$ cat src/source/alu_pkg.sv
package alu_pkg;

    typedef logic [31:0] word_t;
    typedef logic [5:0]  alu_op_t;
    typedef logic [4:0]  exc_code_t;
    typedef logic [4:0]  cp0_addr_t;

    // logic group
    localparam alu_op_t OP_OR   = 6'h00;
    localparam alu_op_t OP_AND  = 6'h01;
    localparam alu_op_t OP_NOR  = 6'h02;
    localparam alu_op_t OP_XOR  = 6'h03;
    localparam alu_op_t OP_LUI  = 6'h04;
    // shifts
    localparam alu_op_t OP_SLL  = 6'h08;
    localparam alu_op_t OP_SRL  = 6'h09;
    localparam alu_op_t OP_SRA  = 6'h0a;
    // add/sub and compares
    localparam alu_op_t OP_ADD  = 6'h10;
    localparam alu_op_t OP_ADDU = 6'h11;
    localparam alu_op_t OP_SUB  = 6'h12;
    localparam alu_op_t OP_SUBU = 6'h13;
    localparam alu_op_t OP_SLT  = 6'h18;
    localparam alu_op_t OP_SLTU = 6'h19;
    // leading count
    localparam alu_op_t OP_CLZ  = 6'h20;
    localparam alu_op_t OP_CLO  = 6'h21;
    // branch resolve
    localparam alu_op_t OP_BEQ  = 6'h28;
    localparam alu_op_t OP_BNE  = 6'h29;
    localparam alu_op_t OP_BGEZ = 6'h2a;
    localparam alu_op_t OP_BLTZ = 6'h2b;
    localparam alu_op_t OP_JR   = 6'h2c;
    localparam alu_op_t OP_JAL  = 6'h2d;
    // coprocessor 0 moves
    localparam alu_op_t OP_MFC0 = 6'h30;
    localparam alu_op_t OP_MTC0 = 6'h31;

    localparam exc_code_t EXC_NONE    = 5'd0;
    localparam exc_code_t EXC_ADEL_IF = 5'd4;
    localparam exc_code_t EXC_OV      = 5'd12;

    localparam cp0_addr_t CP0_BADVADDR = 5'd8;
    localparam cp0_addr_t CP0_CAUSE    = 5'd13;
    localparam cp0_addr_t CP0_EPC      = 5'd14;

endpackage

$ cat src/source/alu.sv
module alu #(
    parameter int PREG_BITS = 6,
    parameter int ID_BITS   = 4
) (
    input  logic                 ex_valid,
    input  alu_pkg::alu_op_t     ex_op,
    input  logic [ID_BITS-1:0]   ex_id,
    input  alu_pkg::word_t       ex_pc,
    input  alu_pkg::word_t       ex_imm,
    input  logic                 ex_src1_is_imm,
    input  logic [PREG_BITS-1:0] ex_dst_reg,
    input  logic                 ex_dst_we,
    input  alu_pkg::word_t       ex_pred_target,
    input  alu_pkg::cp0_addr_t   ex_cp0_addr,
    input  alu_pkg::word_t       rdata0,
    input  alu_pkg::word_t       rdata1,
    output alu_pkg::cp0_addr_t   cp0_addr,
    output alu_pkg::word_t       cp0_wdata,
    output logic                 cp0_we,
    input  alu_pkg::word_t       cp0_rdata,
    output logic                 res_valid,
    output logic [ID_BITS-1:0]   res_id,
    output alu_pkg::word_t       res_data,
    output logic [PREG_BITS-1:0] res_reg,
    output logic                 res_we,
    output logic                 res_exc,
    output alu_pkg::exc_code_t   res_exc_code,
    output logic                 res_br,
    output logic                 res_taken,
    output alu_pkg::word_t       res_target,
    output alu_pkg::word_t       res_pc
);
    import alu_pkg::*;

    word_t       src0;
    word_t       src1;
    word_t       logic_res;
    word_t       shift_res;
    word_t       add_b;
    word_t       sum;
    word_t       cnt_src;
    logic [5:0]  lead_cnt;
    logic signed [31:0] sra_res;
    logic        sub_op;
    logic        overflow;
    logic        lt_s;
    logic        is_br;
    logic        taken;
    logic        adel;

    assign src0 = rdata0;
    assign src1 = ex_src1_is_imm ? ex_imm : rdata1;

    always_comb begin
        case (ex_op)
            OP_OR:   logic_res = src0 | src1;
            OP_AND:  logic_res = src0 & src1;
            OP_NOR:  logic_res = ~(src0 | src1);
            OP_XOR:  logic_res = src0 ^ src1;
            OP_LUI:  logic_res = {src1[15:0], 16'h0000};
            default: logic_res = '0;
        endcase
    end

    assign sra_res = $signed(src0) >>> src1[4:0];

    always_comb begin
        case (ex_op)
            OP_SLL:  shift_res = src0 << src1[4:0];
            OP_SRL:  shift_res = src0 >> src1[4:0];
            OP_SRA:  shift_res = sra_res;
            default: shift_res = '0;
        endcase
    end

    // one adder for add and sub
    assign sub_op   = (ex_op == OP_SUB) || (ex_op == OP_SUBU);
    assign add_b    = sub_op ? ~src1 : src1;
    assign sum      = src0 + add_b + {31'b0, sub_op};
    assign overflow = ((ex_op == OP_ADD) || (ex_op == OP_SUB))
                    && (src0[31] == add_b[31]) && (sum[31] != src0[31]);

    assign lt_s = $signed(src0) < $signed(src1);

    // leading ones counted as leading zeros of the inverse
    assign cnt_src = (ex_op == OP_CLO) ? ~src0 : src0;

    always_comb begin
        lead_cnt = 6'd32;
        for (int i = 0; i < 32; i++) begin
            if (cnt_src[i]) lead_cnt = 6'(31 - i);  // highest set bit wins
        end
    end

    always_comb begin
        is_br = 1'b1;
        case (ex_op)
            OP_BEQ:  taken = (src0 == src1);
            OP_BNE:  taken = (src0 != src1);
            OP_BGEZ: taken = ~src0[31];
            OP_BLTZ: taken = src0[31];
            OP_JR,
            OP_JAL:  taken = 1'b1;
            default: begin
                is_br = 1'b0;
                taken = 1'b0;
            end
        endcase
    end

    assign res_target = (ex_op == OP_JR) ? src0 : ex_pred_target;
    assign adel       = is_br && taken && (|res_target[1:0]);  // misaligned fetch

    always_comb begin
        case (ex_op)
            OP_OR, OP_AND, OP_NOR, OP_XOR, OP_LUI: res_data = logic_res;
            OP_SLL, OP_SRL, OP_SRA:                res_data = shift_res;
            OP_ADD, OP_ADDU, OP_SUB, OP_SUBU:      res_data = sum;
            OP_SLT:                                res_data = {31'b0, lt_s};
            OP_SLTU:                               res_data = {31'b0, src0 < src1};
            OP_CLZ, OP_CLO:                        res_data = {26'b0, lead_cnt};
            OP_BEQ, OP_BNE, OP_BGEZ, OP_BLTZ,
            OP_JR, OP_JAL:                         res_data = ex_pc + 32'd8;  // link
            OP_MFC0:                               res_data = cp0_rdata;
            default:                               res_data = '0;
        endcase
    end

    assign cp0_addr  = ex_cp0_addr;
    assign cp0_wdata = src0;
    assign cp0_we    = ex_valid && (ex_op == OP_MTC0);

    assign res_valid    = ex_valid;
    assign res_id       = ex_id;
    assign res_reg      = ex_dst_reg;
    assign res_we       = ex_valid && ex_dst_we;
    assign res_exc      = ex_valid && (adel || overflow);
    assign res_exc_code = adel ? EXC_ADEL_IF : (overflow ? EXC_OV : EXC_NONE);
    assign res_br       = ex_valid && is_br;
    assign res_taken    = ex_valid && taken;
    assign res_pc       = ex_pc;

endmodule

$ cat src/source/alu_cluster.sv
module alu_cluster #(
    parameter int PREG_BITS = 6,
    parameter int ID_BITS   = 4
) (
    input  logic                 clk,
    input  logic                 arst_n,
    input  logic                 issue_req,
    output logic                 issue_ack,
    input  alu_pkg::alu_op_t     op,
    input  logic [ID_BITS-1:0]   id,
    input  alu_pkg::word_t       pc,
    input  alu_pkg::word_t       imm,
    input  logic [PREG_BITS-1:0] src0_reg,
    input  logic [PREG_BITS-1:0] src1_reg,
    input  logic                 src1_is_imm,
    input  logic [PREG_BITS-1:0] dst_reg,
    input  logic                 dst_we,
    input  alu_pkg::word_t       pred_target,
    input  alu_pkg::cp0_addr_t   cp0_addr,
    output logic                 done,
    output logic [ID_BITS-1:0]   done_id,
    output logic                 exc,
    output alu_pkg::exc_code_t   exc_code,
    output logic                 br_taken,
    output alu_pkg::word_t       br_target,
    output logic                 wb_we,
    output logic [PREG_BITS-1:0] wb_reg,
    output alu_pkg::word_t       wb_data
);
    import alu_pkg::*;

    logic [PREG_BITS-1:0] raddr0, raddr1, ex_dst_reg, res_reg;
    word_t                rdata0, rdata1, ex_pc, ex_imm, ex_pred_target;
    logic                 ex_valid, ex_src1_is_imm, ex_dst_we;
    alu_op_t              ex_op;
    logic [ID_BITS-1:0]   ex_id, res_id;
    cp0_addr_t            ex_cp0_addr, cp0_raddr;
    word_t                cp0_wdata, cp0_rdata, exc_pc;
    logic                 cp0_we;
    logic                 res_valid, res_we, res_exc, res_br, res_taken;
    word_t                res_data, res_target, res_pc;
    exc_code_t            res_exc_code;

    prf #(.PREG_BITS(PREG_BITS)) prf0 (
        .clk(clk), .arst_n(arst_n), .raddr0(raddr0), .raddr1(raddr1),
        .rdata0(rdata0), .rdata1(rdata1), .we(wb_we), .waddr(wb_reg), .wdata(wb_data)
    );

    issue_stage #(.PREG_BITS(PREG_BITS), .ID_BITS(ID_BITS)) issue0 (
        .clk(clk), .arst_n(arst_n), .issue_req(issue_req), .issue_ack(issue_ack),
        .op(op), .id(id), .pc(pc), .imm(imm), .src0_reg(src0_reg), .src1_reg(src1_reg),
        .src1_is_imm(src1_is_imm), .dst_reg(dst_reg), .dst_we(dst_we),
        .pred_target(pred_target), .cp0_addr(cp0_addr), .raddr0(raddr0), .raddr1(raddr1),
        .ex_valid(ex_valid), .ex_op(ex_op), .ex_id(ex_id), .ex_pc(ex_pc), .ex_imm(ex_imm),
        .ex_src1_is_imm(ex_src1_is_imm), .ex_dst_reg(ex_dst_reg), .ex_dst_we(ex_dst_we),
        .ex_pred_target(ex_pred_target), .ex_cp0_addr(ex_cp0_addr)
    );

    alu #(.PREG_BITS(PREG_BITS), .ID_BITS(ID_BITS)) alu0 (
        .ex_valid(ex_valid), .ex_op(ex_op), .ex_id(ex_id), .ex_pc(ex_pc), .ex_imm(ex_imm),
        .ex_src1_is_imm(ex_src1_is_imm), .ex_dst_reg(ex_dst_reg), .ex_dst_we(ex_dst_we),
        .ex_pred_target(ex_pred_target), .ex_cp0_addr(ex_cp0_addr),
        .rdata0(rdata0), .rdata1(rdata1),
        .cp0_addr(cp0_raddr), .cp0_wdata(cp0_wdata), .cp0_we(cp0_we), .cp0_rdata(cp0_rdata),
        .res_valid(res_valid), .res_id(res_id), .res_data(res_data), .res_reg(res_reg),
        .res_we(res_we), .res_exc(res_exc), .res_exc_code(res_exc_code), .res_br(res_br),
        .res_taken(res_taken), .res_target(res_target), .res_pc(res_pc)
    );

    // exception capture uses the registered completion report
    cp0_regs cp0_0 (
        .clk(clk), .arst_n(arst_n), .addr(cp0_raddr), .wdata(cp0_wdata), .we(cp0_we),
        .rdata(cp0_rdata), .exc_en(exc), .exc_pc(exc_pc), .exc_badvaddr(br_target),
        .exc_code(exc_code)
    );

    wb_stage #(.PREG_BITS(PREG_BITS), .ID_BITS(ID_BITS)) wb0 (
        .clk(clk), .arst_n(arst_n), .res_valid(res_valid), .res_id(res_id),
        .res_data(res_data), .res_reg(res_reg), .res_we(res_we), .res_exc(res_exc),
        .res_exc_code(res_exc_code), .res_br(res_br), .res_taken(res_taken),
        .res_target(res_target), .res_pc(res_pc), .done(done), .done_id(done_id),
        .exc(exc), .exc_code(exc_code), .br_taken(br_taken), .br_target(br_target),
        .wb_we(wb_we), .wb_reg(wb_reg), .wb_data(wb_data), .exc_pc(exc_pc)
    );

endmodule

$ cat src/source/cp0_regs.sv
module cp0_regs (
    input  logic               clk,
    input  logic               arst_n,
    input  alu_pkg::cp0_addr_t addr,
    input  alu_pkg::word_t     wdata,
    input  logic               we,
    output alu_pkg::word_t     rdata,
    input  logic               exc_en,
    input  alu_pkg::word_t     exc_pc,
    input  alu_pkg::word_t     exc_badvaddr,
    input  alu_pkg::exc_code_t exc_code
);
    import alu_pkg::*;

    word_t     epc;
    word_t     badvaddr;
    exc_code_t cause_exc;  // cause bits 6:2

    always_ff @(posedge clk or negedge arst_n) begin
        if (!arst_n) begin
            epc       <= '0;
            badvaddr  <= '0;
            cause_exc <= EXC_NONE;
        end else if (exc_en) begin
            epc       <= exc_pc;
            cause_exc <= exc_code;
            if (exc_code == EXC_ADEL_IF) badvaddr <= exc_badvaddr;
        end else if (we && (addr == CP0_EPC)) begin
            epc <= wdata;
        end
    end

    always_comb begin
        case (addr)
            CP0_EPC:      rdata = epc;
            CP0_BADVADDR: rdata = badvaddr;
            CP0_CAUSE:    rdata = {25'b0, cause_exc, 2'b00};
            default:      rdata = '0;
        endcase
    end

endmodule

$ cat src/source/issue_stage.sv
module issue_stage #(
    parameter int PREG_BITS = 6,
    parameter int ID_BITS   = 4
) (
    input  logic                 clk,
    input  logic                 arst_n,
    input  logic                 issue_req,
    output logic                 issue_ack,
    input  alu_pkg::alu_op_t     op,
    input  logic [ID_BITS-1:0]   id,
    input  alu_pkg::word_t       pc,
    input  alu_pkg::word_t       imm,
    input  logic [PREG_BITS-1:0] src0_reg,
    input  logic [PREG_BITS-1:0] src1_reg,
    input  logic                 src1_is_imm,
    input  logic [PREG_BITS-1:0] dst_reg,
    input  logic                 dst_we,
    input  alu_pkg::word_t       pred_target,
    input  alu_pkg::cp0_addr_t   cp0_addr,
    output logic [PREG_BITS-1:0] raddr0,
    output logic [PREG_BITS-1:0] raddr1,
    output logic                 ex_valid,
    output alu_pkg::alu_op_t     ex_op,
    output logic [ID_BITS-1:0]   ex_id,
    output alu_pkg::word_t       ex_pc,
    output alu_pkg::word_t       ex_imm,
    output logic                 ex_src1_is_imm,
    output logic [PREG_BITS-1:0] ex_dst_reg,
    output logic                 ex_dst_we,
    output alu_pkg::word_t       ex_pred_target,
    output alu_pkg::cp0_addr_t   ex_cp0_addr
);
    import alu_pkg::*;

    typedef enum logic {IDLE, HOLD} state_t;

    state_t state;
    logic   capture;

    assign capture   = (state == IDLE) && issue_req;
    assign issue_ack = (state == HOLD);

    // four-phase responder
    always_ff @(posedge clk or negedge arst_n) begin
        if (!arst_n) begin
            state    <= IDLE;
            ex_valid <= 1'b0;
        end else begin
            ex_valid <= capture;  // one cycle after capture
            case (state)
                IDLE: if (issue_req) state <= HOLD;
                HOLD: if (!issue_req) state <= IDLE;
            endcase
        end
    end

    always_ff @(posedge clk or negedge arst_n) begin
        if (!arst_n) begin
            ex_op          <= OP_OR;
            ex_id          <= '0;
            ex_pc          <= '0;
            ex_imm         <= '0;
            raddr0         <= '0;
            raddr1         <= '0;
            ex_src1_is_imm <= 1'b0;
            ex_dst_reg     <= '0;
            ex_dst_we      <= 1'b0;
            ex_pred_target <= '0;
            ex_cp0_addr    <= '0;
        end else if (capture) begin
            ex_op          <= op;
            ex_id          <= id;
            ex_pc          <= pc;
            ex_imm         <= imm;
            raddr0         <= src0_reg;
            raddr1         <= src1_reg;
            ex_src1_is_imm <= src1_is_imm;
            ex_dst_reg     <= dst_reg;
            ex_dst_we      <= dst_we;
            ex_pred_target <= pred_target;
            ex_cp0_addr    <= cp0_addr;
        end
    end

endmodule

$ cat src/source/prf.sv
module prf #(
    parameter int PREG_BITS = 6
) (
    input  logic                 clk,
    input  logic                 arst_n,
    input  logic [PREG_BITS-1:0] raddr0,
    input  logic [PREG_BITS-1:0] raddr1,
    output alu_pkg::word_t       rdata0,
    output alu_pkg::word_t       rdata1,
    input  logic                 we,
    input  logic [PREG_BITS-1:0] waddr,
    input  alu_pkg::word_t       wdata
);
    import alu_pkg::*;

    localparam int NUM_REGS = 2 ** PREG_BITS;

    word_t regs [NUM_REGS];

    always_ff @(posedge clk or negedge arst_n) begin
        if (!arst_n) begin
            for (int i = 0; i < NUM_REGS; i++) begin
                regs[i] <= '0;
            end
        end else if (we && (waddr != '0)) begin  // reg 0 stays zero
            regs[waddr] <= wdata;
        end
    end

    // asynchronous reads
    assign rdata0 = regs[raddr0];
    assign rdata1 = regs[raddr1];

endmodule

$ cat src/source/wb_stage.sv
module wb_stage #(
    parameter int PREG_BITS = 6,
    parameter int ID_BITS   = 4
) (
    input  logic                 clk,
    input  logic                 arst_n,
    input  logic                 res_valid,
    input  logic [ID_BITS-1:0]   res_id,
    input  alu_pkg::word_t       res_data,
    input  logic [PREG_BITS-1:0] res_reg,
    input  logic                 res_we,
    input  logic                 res_exc,
    input  alu_pkg::exc_code_t   res_exc_code,
    input  logic                 res_br,
    input  logic                 res_taken,
    input  alu_pkg::word_t       res_target,
    input  alu_pkg::word_t       res_pc,
    output logic                 done,
    output logic [ID_BITS-1:0]   done_id,
    output logic                 exc,
    output alu_pkg::exc_code_t   exc_code,
    output logic                 br_taken,
    output alu_pkg::word_t       br_target,
    output logic                 wb_we,
    output logic [PREG_BITS-1:0] wb_reg,
    output alu_pkg::word_t       wb_data,
    output alu_pkg::word_t       exc_pc
);
    import alu_pkg::*;

    always_ff @(posedge clk or negedge arst_n) begin
        if (!arst_n) begin
            done      <= 1'b0;
            done_id   <= '0;
            exc       <= 1'b0;
            exc_code  <= EXC_NONE;
            br_taken  <= 1'b0;
            br_target <= '0;
            wb_we     <= 1'b0;
            wb_reg    <= '0;
            wb_data   <= '0;
            exc_pc    <= '0;
        end else begin
            done      <= res_valid;
            done_id   <= res_id;
            exc       <= res_exc;
            exc_code  <= res_exc_code;
            br_taken  <= res_taken;
            br_target <= res_br ? res_target : '0;
            wb_we     <= res_we && !res_exc;  // faulting op writes nothing
            wb_reg    <= res_reg;
            wb_data   <= res_data;
            exc_pc    <= res_pc;
        end
    end

endmodule

$ cat config.mk
export PLATFORM = sky130hd
export DESIGN_NAME = alu_cluster
export DESIGN_NICKNAME = d
export VERILOG_FILES = /design/src/source/alu_pkg.sv /design/src/source/alu.sv /design/src/source/alu_cluster.sv /design/src/source/cp0_regs.sv /design/src/source/issue_stage.sv /design/src/source/prf.sv /design/src/source/wb_stage.sv
export SDC_FILE = /design/constraint.sdc
export NUM_CORES = 2
export LEC_CHECK = 0
export ABC_CLOCK_PERIOD_IN_PS = 10800
export BUFFER_PORTS_ARGS = -buffer_cell sky130_fd_sc_hd__buf_4
export CORE_MARGIN = 1
export CORE_UTILIZATION = 50
export DETAILED_ROUTE_END_ITERATION = 16
export PLACE_DENSITY = 0.7
export RECOVER_POWER = 100
export SLEW_MARGIN = 20
export SYNTH_ARGS = -nofsm -noshare
export SYNTH_HDL_FRONTEND = slang
export SYNTH_HIERARCHICAL = 1
export SYNTH_SLANG_ARGS = --single-unit
$ cat constraint.sdc
create_clock -name clk -period 10.8 [get_ports clk]
set_clock_uncertainty 0.1 [all_clocks]
set_input_delay 3.24 -clock clk [delete_from_list [all_inputs] [get_ports clk]]
set_output_delay 3.24 -clock clk [all_outputs]
set_load 0.01 [all_outputs]
==> flow_summary.toml <==
[final_layout]
final_area_sq_mm = 0.144
multi_input_area_sq_mm = 0.0675
layout_commonest_cell = "dfrtp_1"
regArea_sq_mm = 0.0592
syn_to_final_growth_pct = 9.23
fillers = 21059
largest_reg_flops = 2048
stdcell_count = 12943
top_register = "prf0/regs"
final_util_pct = 54.9
layout_common_cells = "2326 x dfrtp_1, 2231 x mux2_2, 968 x mux4_2"
fin_nets = 9483
drive_gt1_share_pct = 44.3

[global_routing]
grt_overflow = 0
antenna_found_initial = 45
grt_pass1_vias = 94285
grtUsageTotal_pct = 37.3
grt_pass1_wl_mm = 708
grt_max_degree = 205

[power_and_ir_drop]
combPwrFrac_pct = 31.8
finalPower_mw = 29.3
max-vdd-ir-drop_v = 0.000163
p_leak_nw = 64.7
p_clk_share_pct = 31.6
internal_power_mw = 18.4
switching_share_pct = 37.2
p_sw_mw = 10.9
seq_power_share_pct = 36.6
pwr_density_cell_mw_per_mm2 = 203

[yosys]
ys_seq_area_share_pct = 44.9
synth.avg_cell_area_sq_um = 13.9
ys_types = 97
synthCells = 9474
netlist_area_sq_mm = 0.132
async_flop_share_pct = 100
synth_edf_count = 0
synth_top_flop_cell = "dfrtp_1"
yosys_warnings = 6
yosys_register_bits = 2365

[sta]
hold_violations = 0
period_share_pct = 94.9
whs_ns = 0.269
setup_tns_ns = 0
slew_viol_final = 5598
setup_viol = 0
rsz0062_at_grt = "false"
finalCriticalPeriod_ns = 10.25
fin_ws_ns = 0.555
max-slew-margin-rel_pct = -278
fmax_mhz = 97.6
worst_pin_slew_ns = 5.67

[floorplan]
fp.coreArea_sq_mm = 0.262
start_util_pct = 50.3
io_pins = 218
die_area_sq_mm = 0.266
row_count = 188
die_h_microns = 516
dieWidth_microns = 516

[setup_path]
cp.arrival_ns = 10.85
rrSetupSlack_ns = 0.55
start_kind = "flip-flop"
critPathMaxFanout = 26
r2r_cells = 18
rr_startpoint = "issue0/raddr0[2]"
critPathCaptureType = "flip-flop"
r2r-end = "wb0/wb_we"
path_cells = "nand2_1 > clkbuf_1 > o22ai_1 > a21oi_1 > a311oi_1 > nor4_2 > clkbuf_1 > inv_1 > ha_1 > nor4_2 > nand4_1 > nor3_1 > xnor2_1 > a21oi_1 > o21ai_0 > or2_2 > o22ai_1 > nor2b_1"
max_stage_delay_ns = 1.53
cp.required_ns = 11.41
path_class = "flip-flop to flip-flop"
crit_slowest_cell = "clkbuf_1"

[placement]
pre_cts_slack_ns = 2.68
hpwl_mm = 320
placedCellCount = 12446
dpl_cell_area_sq_mm = 0.136
finalWeightedCongestion = 1.05
port_buffers = 217

[min_path]
worstHoldEndpoint = "wb0/done_id[0]"
holdPathStages = 0
hold_start = "issue0/ex_id[0]"
hold_path_class = "flip-flop to flip-flop"

[clocking]
cts_tree = "built"
clkTransAtPathRegs_ns = 0.06
ctsResizeCount = 0
root_buffer = "clkbuf_16"
clk_path_buf_depth = 4
cts_buffers = 271
hold_buffers = 0
htreeDepth = 5
clock-sinks = 2365
cts_setup_buffers = 0
clock_latency_ns = 0.91

[drt]
first_pass_iters = 9
wirelength_mm = 498
vias = 93481
ant_nets = 0
avgRoutedWirePerCell_microns = 38.5
avgViaCountPerCell = 7.22
drt_drc_violations_left = 0
drt_iter0_drc = 11736

[job]
drv_cap = 128

[run_status]
violations = "capacitance limit, slew limit"
status = "finished with violations"
## how the worst max path moves through the flow
stage                       to              from  depth (start not counted)
2_1_floorplan  wb0/wb_data[30]  issue0/raddr1[0]                         24
3_3_place_gp         wb0/wb_we  issue0/raddr1[1]                         17
3_5_place_dp   wb0/wb_data[30]  issue0/raddr1[0]                         19
4_1_cts        wb0/wb_data[30]  issue0/raddr1[0]                         19
5_1_grt        wb0/wb_data[30]  issue0/raddr0[2]                         16
6_report             wb0/wb_we  issue0/raddr0[2]                         18
## cell type report
cell class / instances / share of cell area (%)
inverter: 93 / 0.242
tap: 3515 / 3.05
multi-input combinational: 5944 / 46.9
antenna: 28 / 0.0486
sequential: 2365 / 41.1
timing repair buffer: 530 / 2.56
clock buffer: 389 / 5.49
clock inverter: 79 / 0.640
## routing by layer
| layer | GRT usage, % | up-vias | wire, microns |
|---|---|---|---|
| li1 | - | 35856 | - |
| met1 | 50.2 | 49811 | 191000 |
| met2 | 52.3 | 6246 | 210000 |
| met3 | 13.0 | 1530 | 64500 |
| met4 | 21.2 | 38 | 33300 |
| met5 | 0 | - | 261 |
## cells by family after synthesis
logic type               share of synthesized area, %
AND/OR/NAND/NOR                                  3.52
other                                         0.00284
XOR/XNOR                                        0.564
multiplexers                                     39.0
buffers and inverters                            4.23
AO/OA/AOI/OAI                                    6.49
adder cells (fa/ha/maj)                          1.37
flip-flops                                       44.9
## power by group through the flow
stage / registers [mW] / clock network [mW] / logic, mW
final: 10.7 / 9.26 / 9.33
after global routing: 10.8 / 9.72 / 9.56
after CTS: 10.7 / 9.35 / 9.10
after detailed placement: 10.8 / 0 / 9.06
after global placement: 10.7 / 0 / 8.98
after floorplan: 10.4 / 0 / 5.69
## critical path: cells and delay by family (launching register included)
kind / cells / cell delay [ns]
AO/OA/AOI/OAI: 6 / 1.09
XOR/XNOR: 1 / 0.16
adder cells (fa/ha/maj): 1 / 0.53
buffers and inverters: 3 / 3.40
flip-flops: 1 / 1.21
AND/OR/NAND/NOR: 7 / 3.50
## synthesized netlist by cell type (68+ instances only)
| cell type | count | share of area [%] |
|---|---|---|
| nand2_1 | 197 | 0.56 |
| a22oi_1 | 84 | 0.48 |
| a21oi_1 | 189 | 0.72 |
| buf_2 | 260 | 0.99 |
| o21ai_0 | 140 | 0.53 |
| clkbuf_1 | 513 | 1.5 |
| mux4_2 | 968 | 17 |
| mux2_4 | 79 | 0.90 |
| nor2_1 | 233 | 0.66 |
| nand3_1 | 72 | 0.27 |
| mux2_2 | 2242 | 19 |
| nor3_1 | 75 | 0.28 |
| ha_1 | 143 | 1.4 |
| a22o_1 | 84 | 0.56 |
| mux2i_1 | 277 | 2.1 |
| inv_1 | 89 | 0.25 |
| o22ai_1 | 214 | 1.0 |
| o221ai_1 | 68 | 0.45 |
| dfrtp_1 | 2365 | 45 |
| buf_4 | 143 | 0.81 |
| buf_1 | 117 | 0.33 |
| nor2b_1 | 92 | 0.44 |
| a221oi_1 | 93 | 0.62 |
No activity file was read; power rests on OpenSTA's default activity.
